===== config.mk =====
export PLATFORM = sky130hd
export DESIGN_NAME = csr_index_generator
export DESIGN_NICKNAME = d
export VERILOG_FILES = /design/src/csr_engine_pkg.sv /design/src/csr_index_generator.sv
export SDC_FILE = /design/constraint.sdc
export NUM_CORES = 1
export LEC_CHECK = 0
export ABC_CLOCK_PERIOD_IN_PS = 7300
export CORE_AREA = 2 2 131 158
export CTS_CLUSTER_DIAMETER = 50
export DETAILED_ROUTE_END_ITERATION = 8
export DIE_AREA = 0 0 133 160
export DONT_BUFFER_PORTS = 1
export SETUP_SLACK_MARGIN = 0.05
export SYNTH_ARGS = -nofsm -noshare
export SYNTH_HDL_FRONTEND = slang
export SYNTH_SLANG_ARGS = --single-unit

===== constraint.sdc =====
create_clock -name ap_clk -period 7.3 [get_ports ap_clk]
set_input_delay 0.73 -clock ap_clk [delete_from_list [all_inputs] [get_ports ap_clk]]
set_output_delay 0.73 -clock ap_clk [all_outputs]
set_load 0.005 [all_outputs]

===== src/csr_engine_pkg.sv =====
package csr_engine_pkg;

    // --------------------------------------------------
    // Widths
    // --------------------------------------------------
    // Response fields and generated indices
    localparam int DATA_W = 32;

    // Packet id, carried in place of the full meta data
    localparam int ID_W = 8;

    // Response FIFO word: {id, field3, field2, field1, field0}
    localparam int RESP_W = ID_W + 4 * DATA_W;

    // Configuration FIFO word: {id, array_size, index_end, index_start}
    localparam int CFG_W = ID_W + 3 * DATA_W;

    // --------------------------------------------------
    // FIFO sizing
    // --------------------------------------------------
    localparam int FIFO_DEPTH           = 32;
    localparam int FIFO_PROG_THRESH     = 16;
    localparam int FIFO_RST_BUSY_CYCLES = 4;

    // Pointer, occupancy and reset-busy counter widths
    localparam int FIFO_AW   = $clog2(FIFO_DEPTH);
    localparam int FIFO_CW   = FIFO_AW + 1;
    localparam int RST_CNT_W = $clog2(FIFO_RST_BUSY_CYCLES + 1);

    // --------------------------------------------------
    // Encodings
    // --------------------------------------------------
    // Buffer kind of a memory response
    typedef enum logic [1:0] {
        BUF_CU_SETUP     = 2'd0,
        BUF_ENGINE_SETUP = 2'd1,
        BUF_DATA         = 2'd2,
        BUF_OTHER        = 2'd3
    } buffer_kind_e;

    // Index generator FSM
    typedef enum logic [1:0] {
        GEN_IDLE = 2'd0,
        GEN_WAIT = 2'd1,
        GEN_RUN  = 2'd2,
        GEN_DONE = 2'd3
    } gen_state_e;

endpackage


===== src/csr_index_generator.sv =====
`timescale 1ns/1ps

module csr_index_generator (
    input  logic                                ap_clk,
    input  logic                                areset_csr_index_generator,
    input  logic                                gen_enable,
    input  logic                                config_valid,
    input  logic [csr_engine_pkg::ID_W-1:0]     config_id,
    input  logic [csr_engine_pkg::DATA_W-1:0]   config_index_start,
    input  logic [csr_engine_pkg::DATA_W-1:0]   config_index_end,
    input  logic [csr_engine_pkg::DATA_W-1:0]   config_array_size,
    output logic                                config_rd_en,
    output logic                                request_valid,
    output logic [csr_engine_pkg::DATA_W-1:0]   request_index,
    output logic [csr_engine_pkg::ID_W-1:0]     request_id,
    output logic                                request_last,
    output logic                                config_done
);

    csr_engine_pkg::gen_state_e             state;
    logic [csr_engine_pkg::DATA_W-1:0]      index;
    logic [csr_engine_pkg::DATA_W-1:0]      index_next;
    logic [csr_engine_pkg::DATA_W-1:0]      bound;
    logic [csr_engine_pkg::DATA_W-1:0]      capture_bound;
    logic [csr_engine_pkg::ID_W-1:0]        cur_id;
    logic                                   at_last;

    // The range stops at the lesser of end and array size
    assign capture_bound = (config_index_end < config_array_size) ?
                           config_index_end : config_array_size;
    assign index_next    = index + 1'b1;
    assign at_last       = (index_next == bound);

    // --------------------------------------------------
    // FSM and strobes
    // --------------------------------------------------
    always_ff @(posedge ap_clk) begin
        if (areset_csr_index_generator) begin
            state         <= csr_engine_pkg::GEN_IDLE;
            config_rd_en  <= 1'b0;
            request_valid <= 1'b0;
            request_last  <= 1'b0;
            config_done   <= 1'b0;
        end else begin
            config_rd_en  <= 1'b0;
            request_valid <= 1'b0;
            request_last  <= 1'b0;
            config_done   <= 1'b0;
            case (state)
                csr_engine_pkg::GEN_IDLE: begin
                    // Pop request is live for one cycle, then wait for valid
                    if (config_rd_en) begin
                        state <= csr_engine_pkg::GEN_WAIT;
                    end else if (gen_enable) begin
                        config_rd_en <= 1'b1;
                    end
                end
                csr_engine_pkg::GEN_WAIT: begin
                    // No valid means the configuration FIFO was empty
                    if (!config_valid) begin
                        state <= csr_engine_pkg::GEN_IDLE;
                    end else if (config_index_start < capture_bound) begin
                        state <= csr_engine_pkg::GEN_RUN;
                    end else begin
                        state <= csr_engine_pkg::GEN_DONE;
                    end
                end
                csr_engine_pkg::GEN_RUN: begin
                    if (gen_enable) begin
                        request_valid <= 1'b1;
                        request_last  <= at_last;
                        if (at_last) begin
                            state <= csr_engine_pkg::GEN_DONE;
                        end
                    end
                end
                csr_engine_pkg::GEN_DONE: begin
                    config_done <= 1'b1;
                    state       <= csr_engine_pkg::GEN_IDLE;
                end
                default: state <= csr_engine_pkg::GEN_IDLE;
            endcase
        end
    end

    // --------------------------------------------------
    // Index datapath
    // --------------------------------------------------
    always_ff @(posedge ap_clk) begin
        if (state == csr_engine_pkg::GEN_WAIT && config_valid) begin
            index  <= config_index_start;
            bound  <= capture_bound;
            cur_id <= config_id;
        end else if (state == csr_engine_pkg::GEN_RUN && gen_enable) begin
            // Index holds while generation is paused
            index         <= index_next;
            request_index <= index;
            request_id    <= cur_id;
        end
    end

endmodule


==> impl_metrics.csv <==
group,metric,value,unit
cells_and_area,area_delta_synth_final,9.997,%
timing,clock.fmax,220.0,MHz
drt,routed_via_density,5.467,
drt,drt_iter0_drc,349,
cells_and_area,fin_nets,923,
global_routing,grt_pass1_wl,30600,um
timing,min_period_over_period,62.28,%
cells_and_area,layout_commonest_cell,"edfxtp_1",
place,dp_hpwl,15230,um
timing,fin_skew,9.199,ps
drt,routed_wl,19480,um
worst_setup_path,crit_path_end_kind,"flop",
floorplanning,ios,152,
cells_and_area,n_antenna_cell,0,
clock_network,clk_pin_slew,60,ps
worst_setup_path,worst-path-max-fanout,62,
drt,ant_nets,0,
floorplanning,rows,57,
global_routing,grt_max_degree,91,
synth,synth_area,7760,um2
synth,yosys_warnings,0,
clock_network,clock_path_buffers,2,
drt,via_count,5631,
worst_setup_path,start_kind,"input pin",
synth,synth_edf_count,112,
synth,synth.distinct_cells,69,
timing,final_max_slew_viol_count,0,
timing,fin_crit,4546,ps
timing,relSlewSlack,20.72,%
min_path,hold_path.class,"input pin to flop",
place,io_buffers,0,
clock_network,cts_buffers,17,
cells_and_area,nFillCells,1911,
global_routing,grt_usage,18.71,%
clock_network,clockRootBuffer,"clkbuf_16",
timing,rsz0062_at_grt,"false",
timing,tns,0,ps
clock_network,ctsResizeCount,0,
timing,finalSetupViolations,0,
synth,syn_inst,762,
global_routing,overflow,0,
place,post_dp_cell_area,7911,um2
synth,syn-num-nets,933,
global_routing,grt_pass1_vias,5551,
clock_network,cts_setup_buffers,0,
worst_setup_path,critPathRequiredTime,7600,ps
timing,hold_viol_final,0,
drt,drc_errors,0,
synth,dominantRegCellSynth,"edfxtp_1",
clock_network,cts_hold_buf,0,
drt,dr.pass1.iters,5,
worst_setup_path,ff2ff_path_depth,10,
timing,worstMarginPinSlew,1159,ps
min_path,whs_path_depth,1,
clock_network,clock_insertion_delay_worst_skew,410,ps
power_and_ir_drop,ir_drop,0.1608,mV
cells_and_area,fin_area,8536,um2
floorplanning,die_area,21280,um2
worst_setup_path,crit_arrival,4840,ps
timing,holdWs,374.9,ps
worst_setup_path,crit_type,"input pin to flop",
cells_and_area,layout_common_cells,"edfxtp_1, inv_1, nor2_1",
global_routing,antenna_found_initial,0,
power_and_ir_drop,p_leak,3.212,nW
synth,synthArstFlopShare,0,%
synth,postSynthAreaPerCell,10.18,um2
clock_network,clock-sinks,118,
power_and_ir_drop,power.total,1.919,mW
outcome,outcome,"finished, final reports clean",
floorplanning,die_w,133,um
cells_and_area,drive_gt1_share,8.627,%
power_and_ir_drop,power.density,224.8,nW/um2
drt,wl_per_cell,18.92,um
synth,yosysSeqAreaShare,44.89,%
floorplanning,die_y,160,um
clock_network,h-tree-depth,4,
place,gp_congestion,0.8710,
flow_run,drv_cap,0,
synth,synth_seq_cells,118,
floorplanning,start_util,39.00,%
floorplanning,core_area,19900,um2
clock_network,cts_tree,"built",
per-layer routing:
layer	GRT usage (%)	share of wire (%)	wire [um]
met2	29.20	46	9017
met5	0	0	0
met1	24.52	45	8703
met4	9.384	3.9	765
met3	4.127	5.1	997
power breakdown:
group          total, mW  switching, mW  internal, mW
registers          0.809         0.0326         0.776
clock network      0.879          0.300         0.579
logic              0.231          0.137        0.0937
state kept, by name, summed over array words and instances, names as in the netlist, named ones only:
| register | flops |
|---|---|
| request_valid | 1 |
| request_index | 32 |
| config_rd_en | 1 |
| cur_id | 8 |
| config_done | 1 |
| bound | 32 |
| request_id | 8 |
| index | 32 |
| state | 1 |
| request_last | 1 |
critical path, cell delays in order:
cell,delay [ps]
inv_1,30
ha_1,290
a21o_1,180
a21o_1,160
a221oi_1,370
o311ai_0,260
a211oi_4,270
buf_4,530
nor2_1,70
a21oi_1,190
ha_1,280
a21o_1,190
a211oi_1,240
o21ai_0,110
a2111oi_0,420
or3_1,180
nand4_1,90
a31oi_1,190
nor3_2,60
synth_stat cells, types with 4 or more instances:
master	count	share of area [%]
o211ai_1	6	0.58
nor3_1	4	0.26
nor2_1	66	3.2
nand2_1	56	2.7
a21oi_1	57	3.7
a21o_1	17	1.6
and3_1	8	0.64
nor3b_1	5	0.48
a2111oi_0	5	0.56
a31oi_1	5	0.40
nor2b_1	7	0.56
mux2i_1	4	0.52
xnor2_1	37	4.2
xor2_1	21	2.4
inv_1	69	3.3
edfxtp_1	112	43
nand3_1	17	1.1
a211oi_1	4	0.39
ha_1	63	10
and4_1	7	0.79
clkbuf_8	9	1.6
clkbuf_1	17	0.82
nor4_1	11	0.89
nand4_1	26	2.1
nand2b_1	8	0.64
o21ai_0	44	2.8
dfxtp_1	6	1.5
cell type report:
| class | count | area, um2 | area share [%] |
|---|---|---|---|
| Timing Repair Buffer | 3 | 22.52 | 0.2639 |
| Tap cell | 265 | 331.6 | 3.884 |
| Inverter | 70 | 262.8 | 3.078 |
| Multi-Input combinational cell | 542 | 3811 | 44.65 |
| Clock buffer | 20 | 446.7 | 5.233 |
| Sequential cell | 118 | 3483 | 40.81 |
| Clock inverter | 12 | 177.7 | 2.081 |
through the flow:
stage                     worst slack (ps)  utilization [%]  std cells
after floorplan                       2961                -        762
after global placement                2417            39.76        998
after detailed placement              2322            39.76        998
after CTS                             2754            42.90       1030
after global routing                  2362            42.90       1030
final                                 2754            42.90       1030
kinds of logic after synthesis:
family,Yosys count,synth area share [%]
AND/OR/NAND/NOR,252,18.38
AO/OA/AOI/OAI,164,13.12
flip-flops,118,44.89
buffers and inverters,102,6.240
adder cells (fa/ha/maj),63,10.16
XOR/XNOR,58,6.546
multiplexers,5,0.6611
final timing paths:
path                                                 start                       to  slack, ps
worst max-delay path                  config_array_size[5]    state[0]$_SDFFE_PP0P_       2750
worst min-delay path            areset_csr_index_generator    state[0]$_SDFFE_PP0P_        370
worst max register to register          index[0]$_DFFE_PP_    state[0]$_SDFFE_PP0P_       3420
worst min register to register         cur_id[0]$_DFFE_PP_  request_id[0]$_DFFE_PP_        410
Power figures use the tool's default switching activity.
